[config.mk]
export PLATFORM = sky130hd
export DESIGN_NAME = atomic_subsystem
export DESIGN_NICKNAME = d
export VERILOG_FILES = /design/src/hw/amo_types_pkg.sv /design/src/hw/amo_cfg_pkg.sv /design/src/hw/amo_alu.sv /design/src/hw/amo_unit.sv /design/src/hw/amo_arbiter_stage.sv /design/src/hw/amo_mem_stage.sv /design/src/hw/atomic_subsystem.sv
export SDC_FILE = /design/constraint.sdc
export NUM_CORES = 2
export LEC_CHECK = 0
export BUFFER_PORTS_ARGS = -buffer_cell sky130_fd_sc_hd__buf_2
export CAP_MARGIN = 5
export CELL_PAD_IN_SITES_DETAIL_PLACEMENT = 0
export CELL_PAD_IN_SITES_GLOBAL_PLACEMENT = 2
export CORE_UTILIZATION = 47
export CTS_CLUSTER_DIAMETER = 150
export DETAILED_ROUTE_END_ITERATION = 10
export PLACE_DENSITY_LB_ADDON = 0.2
export SLEW_MARGIN = 5
export SYNTH_ARGS = -nofsm -noshare
export SYNTH_HDL_FRONTEND = slang
export SYNTH_SLANG_ARGS = --single-unit
[constraint.sdc]
create_clock -name clk -period 9.34 [get_ports clk]
set_clock_uncertainty 0.05 [all_clocks]
set_input_delay 0 -clock clk [delete_from_list [all_inputs] [get_ports clk]]
set_output_delay 0 -clock clk [all_outputs]
set_load 0.05 [all_outputs]
[src/hw/amo_types_pkg.sv]
//////////////////////////////////////////////////
// Operation encodings for the atomic subsystem
// AMO operation codes and request kinds
// SC result words returned to the agents
//////////////////////////////////////////////////

package amo_types_pkg;

    //////////////////////////////////////////////////
    // AMO operation codes
    typedef enum logic [3:0] {
        // Arithmetic and swap
        AMO_ADD  = 4'd0,
        AMO_SWAP = 4'd1,
        // Bitwise
        AMO_XOR  = 4'd2,
        AMO_AND  = 4'd3,
        AMO_OR   = 4'd4,
        // Signed compare
        AMO_MIN  = 4'd5,
        AMO_MAX  = 4'd6,
        // Unsigned compare
        AMO_MINU = 4'd7,
        AMO_MAXU = 4'd8
    } amo_t;

    //////////////////////////////////////////////////
    // Request kinds issued by an agent
    typedef enum logic [1:0] {
        // Load-reserved
        REQ_LR  = 2'd0,
        // Store-conditional
        REQ_SC  = 2'd1,
        // Read-modify-write through the ALU
        REQ_RMW = 2'd2
    } req_kind_t;

    // Store-conditional result words
    localparam logic [31:0] SC_SUCCESS = 32'd0;
    localparam logic [31:0] SC_FAIL    = 32'd1;

endpackage

[src/hw/amo_cfg_pkg.sv]
//////////////////////////////////////////////////
// Sizing of the atomic subsystem
// Agent count, word and address widths
// Scratch memory depth and reservation granule
//////////////////////////////////////////////////

package amo_cfg_pkg;

    // Requesters sharing the memory
    localparam int NUM_AGENTS = 3;
    localparam int AGENT_ID_W = 2;

    // Word and byte address widths
    localparam int DATA_W = 32;
    localparam int ADDR_W = 32;

    // Scratch memory in words
    localparam int MEM_WORDS = 64;
    localparam int MEM_IDX_W = 6;

    // Reservation covers an aligned group of words
    localparam int RESERVATION_WORDS = 4;

endpackage

[src/hw/amo_alu.sv]
//////////////////////////////////////////////////
// Combinational RISC-V atomic ALU
// Add, swap, bitwise and min/max on two words
//////////////////////////////////////////////////

`timescale 1ns/10ps

module amo_alu
    import amo_types_pkg::*;
    import amo_cfg_pkg::*;
#(
    parameter int WIDTH = DATA_W
) (
    input  amo_t             amo_type,
    input  logic [WIDTH-1:0] rs1,
    input  logic [WIDTH-1:0] rs2,
    output logic [WIDTH-1:0] rd
);

    logic rs1_lt_signed;
    logic rs1_lt_unsigned;

    // Shared comparators for the min/max family
    assign rs1_lt_signed = ($signed(rs1) < $signed(rs2));
    assign rs1_lt_unsigned = (rs1 < rs2);

    always_comb begin
        case (amo_type)
            AMO_ADD:  rd = rs1 + rs2;
            AMO_SWAP: rd = rs2;
            AMO_XOR:  rd = rs1 ^ rs2;
            AMO_AND:  rd = rs1 & rs2;
            AMO_OR:   rd = rs1 | rs2;
            AMO_MIN:  rd = rs1_lt_signed ? rs1 : rs2;
            AMO_MAX:  rd = rs1_lt_signed ? rs2 : rs1;
            AMO_MINU: rd = rs1_lt_unsigned ? rs1 : rs2;
            AMO_MAXU: rd = rs1_lt_unsigned ? rs2 : rs1;
            // Unknown codes leave memory unchanged
            default:  rd = rs1;
        endcase
    end

endmodule

[src/hw/amo_unit.sv]
//////////////////////////////////////////////////
// Shared atomic unit
// Single LR/SC reservation for all agents
// Operand multiplexing onto one atomic ALU
//////////////////////////////////////////////////

`timescale 1ns/10ps

module amo_unit
    import amo_types_pkg::*;
    import amo_cfg_pkg::*;
#(
    parameter int NUM_UNITS = NUM_AGENTS,
    parameter int RESERVATION_WORDS = amo_cfg_pkg::RESERVATION_WORDS
) (
    input  logic                                  clk,
    input  logic                                  rst,
    input  logic     [NUM_UNITS-1:0]              set_reservation,
    input  logic     [NUM_UNITS-1:0]              clear_reservation,
    input  logic     [NUM_UNITS-1:0][ADDR_W-1:0]  reservation,
    input  logic     [NUM_UNITS-1:0]              rmw_valid,
    input  amo_t     [NUM_UNITS-1:0]              op,
    input  logic     [NUM_UNITS-1:0][DATA_W-1:0]  rs1,
    input  logic     [NUM_UNITS-1:0][DATA_W-1:0]  rs2,
    output logic     [NUM_UNITS-1:0]              reservation_valid,
    output logic     [DATA_W-1:0]                 rd
);

    // Granule tag drops the byte and in-granule word bits
    localparam int RES_W = ADDR_W - 2 - $clog2(RESERVATION_WORDS);

    logic [RES_W-1:0]  lr_addr;
    logic              lr_valid;
    logic [RES_W-1:0]  set_val;
    amo_t              selected_op;
    logic [DATA_W-1:0] selected_rs1;
    logic [DATA_W-1:0] selected_rs2;

    // Each agent sees a match against its own granule
    for (genvar i = 0; i < NUM_UNITS; i++) begin : gen_match
        assign reservation_valid[i] = lr_valid && (lr_addr == reservation[i][ADDR_W-1 -: RES_W]);
    end

    //////////////////////////////////////////////////
    // Select the active agent's inputs
    always_comb begin
        set_val = '0;
        selected_op = AMO_ADD;
        selected_rs1 = '0;
        selected_rs2 = '0;
        for (int i = 0; i < NUM_UNITS; i++) begin
            if (set_reservation[i]) begin
                set_val = reservation[i][ADDR_W-1 -: RES_W];
            end
            if (rmw_valid[i]) begin
                selected_op = op[i];
                selected_rs1 = rs1[i];
                selected_rs2 = rs2[i];
            end
        end
    end

    //////////////////////////////////////////////////
    // Reservation register
    // Set beats clear when both arrive together
    always_ff @(posedge clk) begin
        if (rst) begin
            lr_valid <= 1'b0;
        end else begin
            lr_valid <= (lr_valid && !(|clear_reservation)) || (|set_reservation);
        end
        if (|set_reservation) begin
            lr_addr <= set_val;
        end
    end

    // Combinational result in the operand cycle
    amo_alu #(
        .WIDTH(DATA_W)
    ) alu_inst (
        .amo_type(selected_op),
        .rs1(selected_rs1),
        .rs2(selected_rs2),
        .rd(rd)
    );

    // Only one agent may drive each shared path
    set_onehot_a : assert property (@(posedge clk) disable iff (rst)
        $onehot0(set_reservation));
    rmw_onehot_a : assert property (@(posedge clk) disable iff (rst)
        $onehot0(rmw_valid));

endmodule

[src/hw/amo_arbiter_stage.sv]
//////////////////////////////////////////////////
// Round-robin arbiter stage
// Combinational grant from requests and pointer
// First pipeline register holding the winner
//////////////////////////////////////////////////

`timescale 1ns/10ps

module amo_arbiter_stage
    import amo_types_pkg::*;
    import amo_cfg_pkg::*;
(
    input  logic                                clk,
    input  logic                                rst,
    input  logic      [NUM_AGENTS-1:0]          req,
    input  req_kind_t [NUM_AGENTS-1:0]          req_kind,
    input  amo_t      [NUM_AGENTS-1:0]          req_op,
    input  logic      [NUM_AGENTS-1:0][ADDR_W-1:0] req_addr,
    input  logic      [NUM_AGENTS-1:0][DATA_W-1:0] req_data,
    output logic      [NUM_AGENTS-1:0]          grant,
    output logic                                s1_valid,
    output logic      [AGENT_ID_W-1:0]          s1_agent,
    output req_kind_t                           s1_kind,
    output amo_t                                s1_op,
    output logic      [ADDR_W-1:0]              s1_addr,
    output logic      [DATA_W-1:0]              s1_data
);

    // Agent where the next search begins
    logic [AGENT_ID_W-1:0] rr_ptr;
    logic                  found;
    logic [AGENT_ID_W-1:0] winner;

    //////////////////////////////////////////////////
    // Winner selection
    always_comb begin
        int idx;
        found = 1'b0;
        winner = '0;
        // Walk the agents starting at the pointer, wrapping around
        for (int i = 0; i < NUM_AGENTS; i++) begin
            idx = (int'(rr_ptr) + i) % NUM_AGENTS;
            if (!found && req[idx]) begin
                found = 1'b1;
                winner = AGENT_ID_W'(idx);
            end
        end
        grant = found ? (NUM_AGENTS'(1) << winner) : '0;
    end

    //////////////////////////////////////////////////
    // Pointer and stage 1 register
    always_ff @(posedge clk) begin
        if (rst) begin
            rr_ptr <= '0;
            s1_valid <= 1'b0;
        end else begin
            s1_valid <= found;
            // Next search starts just past the winner
            if (found) begin
                if (winner == AGENT_ID_W'(NUM_AGENTS - 1)) begin
                    rr_ptr <= '0;
                end else begin
                    rr_ptr <= winner + AGENT_ID_W'(1);
                end
            end
        end
        // Capture the granted agent's fields
        if (found) begin
            s1_agent <= winner;
            s1_kind <= req_kind[winner];
            s1_op <= req_op[winner];
            s1_addr <= req_addr[winner];
            s1_data <= req_data[winner];
        end
    end

    // At most one agent granted per cycle
    grant_onehot_a : assert property (@(posedge clk) disable iff (rst)
        $onehot0(grant));

endmodule

[src/hw/amo_mem_stage.sv]
//////////////////////////////////////////////////
// Memory stage of the atomic pipeline
// Scratch memory with write forwarding
// Stage 2 register and one-hot agent strobes
// Write-back and response register
//////////////////////////////////////////////////

`timescale 1ns/10ps

module amo_mem_stage
    import amo_types_pkg::*;
    import amo_cfg_pkg::*;
(
    input  logic                                   clk,
    input  logic                                   rst,
    input  logic                                   s1_valid,
    input  logic      [AGENT_ID_W-1:0]             s1_agent,
    input  req_kind_t                              s1_kind,
    input  amo_t                                   s1_op,
    input  logic      [ADDR_W-1:0]                 s1_addr,
    input  logic      [DATA_W-1:0]                 s1_data,
    input  logic      [NUM_AGENTS-1:0]             reservation_valid,
    input  logic      [DATA_W-1:0]                 rd,
    output logic      [NUM_AGENTS-1:0]             set_reservation,
    output logic      [NUM_AGENTS-1:0]             clear_reservation,
    output logic      [NUM_AGENTS-1:0][ADDR_W-1:0] reservation,
    output logic      [NUM_AGENTS-1:0]             rmw_valid,
    output amo_t      [NUM_AGENTS-1:0]             op,
    output logic      [NUM_AGENTS-1:0][DATA_W-1:0] rs1,
    output logic      [NUM_AGENTS-1:0][DATA_W-1:0] rs2,
    output logic      [NUM_AGENTS-1:0]             resp_valid,
    output logic      [DATA_W-1:0]                 resp_data
);

    logic [DATA_W-1:0] mem [MEM_WORDS];

    // Stage 2 operation
    logic                  s2_valid;
    logic [AGENT_ID_W-1:0] s2_agent;
    req_kind_t             s2_kind;
    amo_t                  s2_op;
    logic [ADDR_W-1:0]     s2_addr;
    logic [DATA_W-1:0]     s2_data;
    logic [DATA_W-1:0]     s2_word;

    logic [MEM_IDX_W-1:0]  s1_idx;
    logic [MEM_IDX_W-1:0]  s2_idx;
    logic [DATA_W-1:0]     rd_word;
    logic [NUM_AGENTS-1:0] agent_oh;
    logic                  is_lr;
    logic                  is_sc;
    logic                  is_rmw;
    logic                  sc_ok;
    logic                  wr_en;
    logic [DATA_W-1:0]     wr_data;
    logic [DATA_W-1:0]     resp_word;

    // Word index from the byte address
    assign s1_idx = s1_addr[MEM_IDX_W+1:2];
    assign s2_idx = s2_addr[MEM_IDX_W+1:2];

    //////////////////////////////////////////////////
    // Read with forwarding of the write in flight
    assign rd_word = (wr_en && (s2_idx == s1_idx)) ? wr_data : mem[s1_idx];

    always_ff @(posedge clk) begin
        if (rst) begin
            s2_valid <= 1'b0;
        end else begin
            s2_valid <= s1_valid;
        end
        s2_agent <= s1_agent;
        s2_kind <= s1_kind;
        s2_op <= s1_op;
        s2_addr <= s1_addr;
        s2_data <= s1_data;
        s2_word <= rd_word;
    end

    //////////////////////////////////////////////////
    // Agent decode into strobes for the atomic unit
    assign agent_oh = s2_valid ? (NUM_AGENTS'(1) << s2_agent) : '0;
    assign is_lr = (s2_kind == REQ_LR);
    assign is_sc = (s2_kind == REQ_SC);
    assign is_rmw = (s2_kind == REQ_RMW);

    assign set_reservation = agent_oh & {NUM_AGENTS{is_lr}};
    // Both SC and RMW drop the shared reservation
    assign clear_reservation = agent_oh & {NUM_AGENTS{is_sc | is_rmw}};
    assign rmw_valid = agent_oh & {NUM_AGENTS{is_rmw}};

    // Only the decoded agent's lane carries the stage 2 operation
    for (genvar i = 0; i < NUM_AGENTS; i++) begin : gen_lanes
        assign reservation[i] = agent_oh[i] ? s2_addr : '0;
        assign op[i] = agent_oh[i] ? s2_op : AMO_ADD;
        assign rs1[i] = agent_oh[i] ? s2_word : '0;
        assign rs2[i] = agent_oh[i] ? s2_data : '0;
    end

    //////////////////////////////////////////////////
    // Write-back and response
    assign sc_ok = reservation_valid[s2_agent];
    assign wr_en = s2_valid && (is_rmw || (is_sc && sc_ok));
    assign wr_data = is_rmw ? rd : s2_data;
    // SC reports its status while LR and RMW return the old word
    assign resp_word = is_sc ? (sc_ok ? SC_SUCCESS : SC_FAIL) : s2_word;

    always_ff @(posedge clk) begin
        if (wr_en) begin
            mem[s2_idx] <= wr_data;
        end
    end

    always_ff @(posedge clk) begin
        if (rst) begin
            resp_valid <= '0;
        end else begin
            resp_valid <= agent_oh;
        end
        resp_data <= resp_word;
    end

    // Arbiter only ever issues existing agents
    s2_agent_range_a : assert property (@(posedge clk) disable iff (rst)
        s2_valid |-> (s2_agent < AGENT_ID_W'(NUM_AGENTS)));

endmodule

[src/hw/atomic_subsystem.sv]
//////////////////////////////////////////////////
// Top level of the shared atomic subsystem
// Arbiter stage, memory stage and atomic unit
//////////////////////////////////////////////////

`timescale 1ns/10ps

module atomic_subsystem
    import amo_types_pkg::*;
    import amo_cfg_pkg::*;
(
    input  logic                                   clk,
    input  logic                                   rst,
    input  logic      [NUM_AGENTS-1:0]             req,
    input  req_kind_t [NUM_AGENTS-1:0]             req_kind,
    input  amo_t      [NUM_AGENTS-1:0]             req_op,
    input  logic      [NUM_AGENTS-1:0][ADDR_W-1:0] req_addr,
    input  logic      [NUM_AGENTS-1:0][DATA_W-1:0] req_data,
    output logic      [NUM_AGENTS-1:0]             grant,
    output logic      [NUM_AGENTS-1:0]             resp_valid,
    output logic      [DATA_W-1:0]                 resp_data
);

    // Arbiter to memory stage
    logic                  s1_valid;
    logic [AGENT_ID_W-1:0] s1_agent;
    req_kind_t             s1_kind;
    amo_t                  s1_op;
    logic [ADDR_W-1:0]     s1_addr;
    logic [DATA_W-1:0]     s1_data;

    // Memory stage to atomic unit and back
    logic [NUM_AGENTS-1:0]             set_reservation;
    logic [NUM_AGENTS-1:0]             clear_reservation;
    logic [NUM_AGENTS-1:0][ADDR_W-1:0] reservation;
    logic [NUM_AGENTS-1:0]             rmw_valid;
    amo_t [NUM_AGENTS-1:0]             op;
    logic [NUM_AGENTS-1:0][DATA_W-1:0] rs1;
    logic [NUM_AGENTS-1:0][DATA_W-1:0] rs2;
    logic [NUM_AGENTS-1:0]             reservation_valid;
    logic [DATA_W-1:0]                 rd;

    amo_arbiter_stage arbiter_inst (
        .clk, .rst,
        .req, .req_kind, .req_op, .req_addr, .req_data,
        .grant,
        .s1_valid, .s1_agent, .s1_kind, .s1_op, .s1_addr, .s1_data
    );

    amo_mem_stage mem_stage_inst (
        .clk, .rst,
        .s1_valid, .s1_agent, .s1_kind, .s1_op, .s1_addr, .s1_data,
        .reservation_valid, .rd,
        .set_reservation, .clear_reservation, .reservation,
        .rmw_valid, .op, .rs1, .rs2,
        .resp_valid, .resp_data
    );

    amo_unit #(
        .NUM_UNITS(NUM_AGENTS),
        .RESERVATION_WORDS(RESERVATION_WORDS)
    ) amo_unit_inst (
        .clk, .rst,
        .set_reservation, .clear_reservation, .reservation,
        .rmw_valid, .op, .rs1, .rs2,
        .reservation_valid, .rd
    );

endmodule

* Yosys cells after proc, flatten, opt, wreduce, memory -nomap -nowiden
Memory sizes are Yosys's and may differ from the RTL's. A register that Yosys moved wholly into a read port is not among the register bits. Cells that the tools add are included.
Storage, ports and cells: bits in registers 212, bits in latches 0, RAM bits 2048, ROM bits 0, input bits 215, output and inout port bits 38, logic and storage cells 134, memories 1
Memories:
- mem_stage_inst.mem | depth 64, width 32, read ports 1, clocked after memory_dff 1, write ports 1, RTL line amo_mem_stage.sv:35 | logic [DATA_W-1:0] mem [MEM_WORDS];
Operators by class: $add $sub $neg 4, multiply operators 0, div/mod/pow operators 3, $lt $le $gt $ge 7, eq/ne operators 14, shifts and indexed selects 2, mux-type cells 62, bitwise logic cells 7, reductions and logical operators 17
Operators by type and width (number):
- $mux W32 | 23
- $pmux W32 S9 | 1
- $bmux W32 S2 | 2
- $lt A32 B4 Y1 const B | 3
- $eq A28 B28 Y1 | 3
- $mux W28 | 3
- $lt A32 B32 Y1 | 2
- $mod A32 B3 Y32 const B | 2
- $add A32 B32 Y32 | 1
- $and A32 B32 Y32 | 1
- $mod A3 B3 Y32 const B | 1
- $or A32 B32 Y32 | 1
- $xor A32 B32 Y32 | 1
- $mux W4 | 7
- $eq A4 B3 Y1 const B | 4
- $mux W1 | 13
- $mux W2 | 5
- $and A3 B3 Y3 | 3
- $bmux W1 S2 | 4
- $bmux W4 S2 | 1
- $eq A4 B2 Y1 const B | 2
- $logic_and A1 B1 Y1 | 8
- $lt A2 B3 Y1 const B | 2
- $mux W3 | 2
- 15 further kinds | 21

* Depth between registers and ports, before layout
word-level depth 13, mapped depth 28, gate-level depth less buffers 21

* Modules after synthesis
From an unflattened synthesis, not the netlist that was laid out.
Unflattened totals: cells, all modules 6294, area, all modules 96836.6 um2
Modules (own cells, without submodules):
- amo_mem_stage | times used 1, cells an instance 4747, area an instance 84277.1 um2, sequential area each 63661.1 um2
- amo_alu | times used 1, cells an instance 705, area an instance 4888.4 um2, sequential area each 0.0 um2
- amo_arbiter_stage | times used 1, cells an instance 359, area an instance 4057.6 um2, sequential area each 2222.1 um2
- amo_unit | times used 1, cells an instance 483, area an instance 3613.5 um2, sequential area each 860.8 um2

* Worst setup path before layout
Ideal clock, no wire load.
path type register to register, start point register mem_stage_inst.s2_addr[3] (netlist name), end point memory mem_stage_inst.mem[0][24] (data pin), library setup time 0.740 ns, arrival time 7.655 ns, required time 8.550 ns, path slack 0.895 ns, stages on the path, launching flop included 24, buffers on the path 6, clock period less this slack 8.445 ns, cell sequence dfxtp_1 -> buf_2 -> buf_4 -> buf_4 -> buf_2 -> buf_2 -> buf_2 -> mux4_2 -> a221o_1 -> a21oi_1 -> o211ai_1 -> and2_1 -> ha_1 -> fa_1 -> a21o_1 -> a221oi_1 -> o21ai_1 -> a21boi_1 -> nor2_1 -> nor3b_1 -> o21bai_1 -> xor2_1 -> a21oi_1 -> a221oi_1
RTL lines (RTL line):
- end, declared | amo_mem_stage.sv:35

==> run_results.csv <==
group,metric,value,unit
placed_design,dp_cells,8456,
timing,drv_slew,0,
synth,synth_top_area_share,70.27,%
placed_design,hpwl,198.2,mm
synth,synth-edff-count,2146,
critical_path,r2r_end,"mem_stage_inst.mem[27][13]",
die,start_util,47.47,%
synth,yosys-top-cells-count,"edfxtp_1 (2146), nand2_1 (364), nor2_1 (295)",
detailed_routing,drtIter0Drc,9228,
cells_and_area,fill_cells,15140,
detailed_routing,route.detailed.drc,0,
placed_design,place_area,0.09825,mm²
clock_tree,cts_buffers,224,
cells_and_area,stdcell_count,9216,
synth,synthesis.nets,6089,
grt,grt_max_degree,70,
timing,slew_headroom,12.73,%
worst_hold_path,min_path_cells,4,
timing,tns,0,ns
placed_design,post-place-ws,1.298,ns
timing,whs,0.06640,ns
detailed_routing,vias,61030,
worst_hold_path,worstHoldEndpoint,"arbiter_inst.s1_data[12]",
clock_tree,clkSinkCount,2256,
critical_path,r2r-start,"mem_stage_inst.s2_addr[4]",
timing,hold_viol_final,0,
die,io_pins,253,
critical_path,crit_path_start_kind,"register",
synth,syn_area_per_cell,15.89,µm²
clock_tree,clockRootBuffer,"clkbuf_16",
detailed_routing,firstDrtPassIters,6,
timing,worst_pin_slew,1.305,ns
cells_and_area,drive_above_1_share,18.48,%
timing,fin_crit_sh,89.01,%
die,dieArea,0.1969,mm²
clock_tree,clockBufferDepth,3,
cells_and_area,fin_area,0.1087,mm²
timing,period_needed,8.313,ns
detailed_routing,routed_wl,334.3,mm
pwr,power_density,332.5,mW/mm²
synth,ys.flop_type,"edfxtp_1",
synth,yosysSeqAreaShare,72.67,%
cells_and_area,final_nets,6813,
critical_path,worstSetupPathType,"reg -> reg",
cells_and_area,fin_util,56.27,%
critical_path,crit_path_end_kind,"register",
synth,synth.distinct_cells,93,
synth,synth_warnings,0,
critical_path,r2r_slack,1.03,ns
synth,yosysTopAreaCell,"edfxtp_1",
pwr,total_power,36.14,mW
critical_path,worst_ep_arrival_time,8.71,ns
grt,grt_pass1_vias,57570,
critical_path,worstPathMaxFanout,64,
detailed_routing,vias_per_cell,6.623,
detailed_routing,route.detailed.wl_per_inst,36.27,µm
run_status,outcome,"complete, no violations",
pwr,ir_worst_vdd,0.3117,mV
clock_tree,htreeDepth,4,
grt,grt_pass1_wl,457.9,mm
placed_design,port_buffers,246,
detailed_routing,ant_nets,0,
timing,rsz0062_at_grt,"false",
synth,synth_seq_cells,2256,
die,fp.dieH,443.7,µm
grt,gr-usage-all-layers,33.40,%
critical_path,required,9.74,ns
clock_tree,cts_tree,"yes",
timing,fmax,120.3,MHz
cells_and_area,syn_to_final_growth,18.53,%
timing,setup_ws,1.027,ns
synth,synth_cells,5772,
grt,grt-ovfl-total,0,
clock_tree,clk_pin_slew,0.07,ns
clock_tree,clk_latency,0.89,ns
synth,synthArstFlopShare,0,%
grt,antenna_found_initial,13,
pwr,leakage,37.14,nW
synth,synth_most_common_cell,"edfxtp_1",
timing,setup_viol,0,
placed_design,gp_congestion,0.8923,
die,placementRows,161,
die,core,0.1932,mm²
synth,synth_area,0.09170,mm²
critical_path,r2r_cells,22,
job,maxCapViolCount,0,
worst_hold_path,hold_path_class,"in -> reg",
worst_hold_path,hold_start,"req_data[44]",
die,die_w,443.7,µm
synth,synth_area_leaders,"edfxtp_1 (70%), mux4_2 (3.3%), a221oi_1 (2.6%), dfxtp_1 (2.4%), mux2i_1 (2.4%)",
## how the worst max path moves through the flow
stage	startpoint	end	slack (ns)	cells past startpoint
floorplan	mem_stage_inst.s2_addr[3]	mem_stage_inst.mem[0][24]	0.89	23
global placement	mem_stage_inst.s2_addr[3]	mem_stage_inst.mem[27][13]	1.33	20
detailed placement	mem_stage_inst.s2_addr[3]	mem_stage_inst.mem[37][13]	1.30	20
CTS	mem_stage_inst.s2_addr[3]	mem_stage_inst.mem[27][13]	1.25	20
global route	mem_stage_inst.s2_addr[3]	mem_stage_inst.mem[27][13]	0.83	22
finish	mem_stage_inst.s2_addr[4]	mem_stage_inst.mem[27][13]	1.03	22
## routing by layer
metal | global-route usage, % | part of all wire, % | vias to the layer above
met2 | 51.01 | 45 | 3955
met3 | 8.048 | 12 | 763
met1 | 45.93 | 39 | 31670
li1 | - | - | 24640
met4 | 13.90 | 4.7 | 10
met5 | 0 | 0.016 | -
## state kept, by name (all words and copies together), names as in the netlist, 3 cells and up
name / flops
mem_stage_inst.resp_valid: 3
amo_unit_inst.lr_addr: 28
arbiter_inst.s1_addr: 30
arbiter_inst.s1_data: 32
mem_stage_inst.s2_op: 4
arbiter_inst.s1_op: 4
mem_stage_inst.s2_data: 32
mem_stage_inst.resp_data: 32
mem_stage_inst.mem: 2048
mem_stage_inst.s2_addr: 30
## repair_timing
item,CTS,global route
hold buffers,339,0
gates resized for setup,0,0
endpoints found under the hold margin,101,0
buffers inserted,0,0
## area by class of cell
class / count / area (µm²) / share of cell area (%)
antenna: 7 / 17.52 / 0.01612
timing repair buffer: 891 / 7592 / 6.985
inverter: 111 / 424.2 / 0.3902
clock buffer: 296 / 6008 / 5.527
sequential: 2256 / 66660 / 61.32
tap: 2526 / 3161 / 2.908
clock inverter: 117 / 1016 / 0.9347
multi-input combinational: 3012 / 23820 / 21.92
## cells by family (layout without fill, tap and decap cells)
family	after synthesis	in the layout	share of synthesized area (%)
DFF	2256	2256	72.67
AOI/OAI and AO/OA	1418	1418	10.86
and+or+nand+nor	1002	1002	5.265
buffers and inverters	504	1415	2.479
muxes	472	472	7.145
adders and majority gates	103	103	1.411
xor gates and xnor gates	17	17	0.1624
other	0	7	0
## cells in the final DEF (no fill, tap or decap), types with 107 or more instances in the layout
cell type         n
nand2_1         359
buf_2           246
o21ai_0         136
mux2i_1         217
nor2_1          281
a22oi_1         241
edfxtp_1       2146
dlygate4sd3_1   339
mux4_2          134
clkbuf_16       226
buf_4           252
a21oi_1         279
a221oi_1        271
dfxtp_1         107
o22ai_1         118
## where the power goes
group | total (mW) | switching (mW) | internal (mW)
logic | 13.4 | 9.59 | 3.82
clock network | 8.74 | 3.89 | 4.85
registers | 14.0 | 0.405 | 13.6
total | 36.1 | 13.9 | 22.3
## worst max-delay path, cell delays in order (launching register included)
cell and delay, ns:
dfxtp_4 0.49, buf_4 0.33, and2_2 0.55, buf_4 0.40, a221oi_1 0.53, o22a_1 0.22, o22ai_1 0.07, a21oi_1 0.58
nand4_1 0.65, and2_1 0.43, ha_1 0.56, nand2b_1 0.10, a21oi_1 0.16, nor2_1 0.06, o2111a_1 0.28, o311a_1 0.40
o21ai_0 0.26, and4_1 0.32, nand2b_1 0.12, buf_4 0.22, a211oi_1 0.39, o221ai_4 0.16, buf_4 0.32
Power figures use the tool's default switching activity.
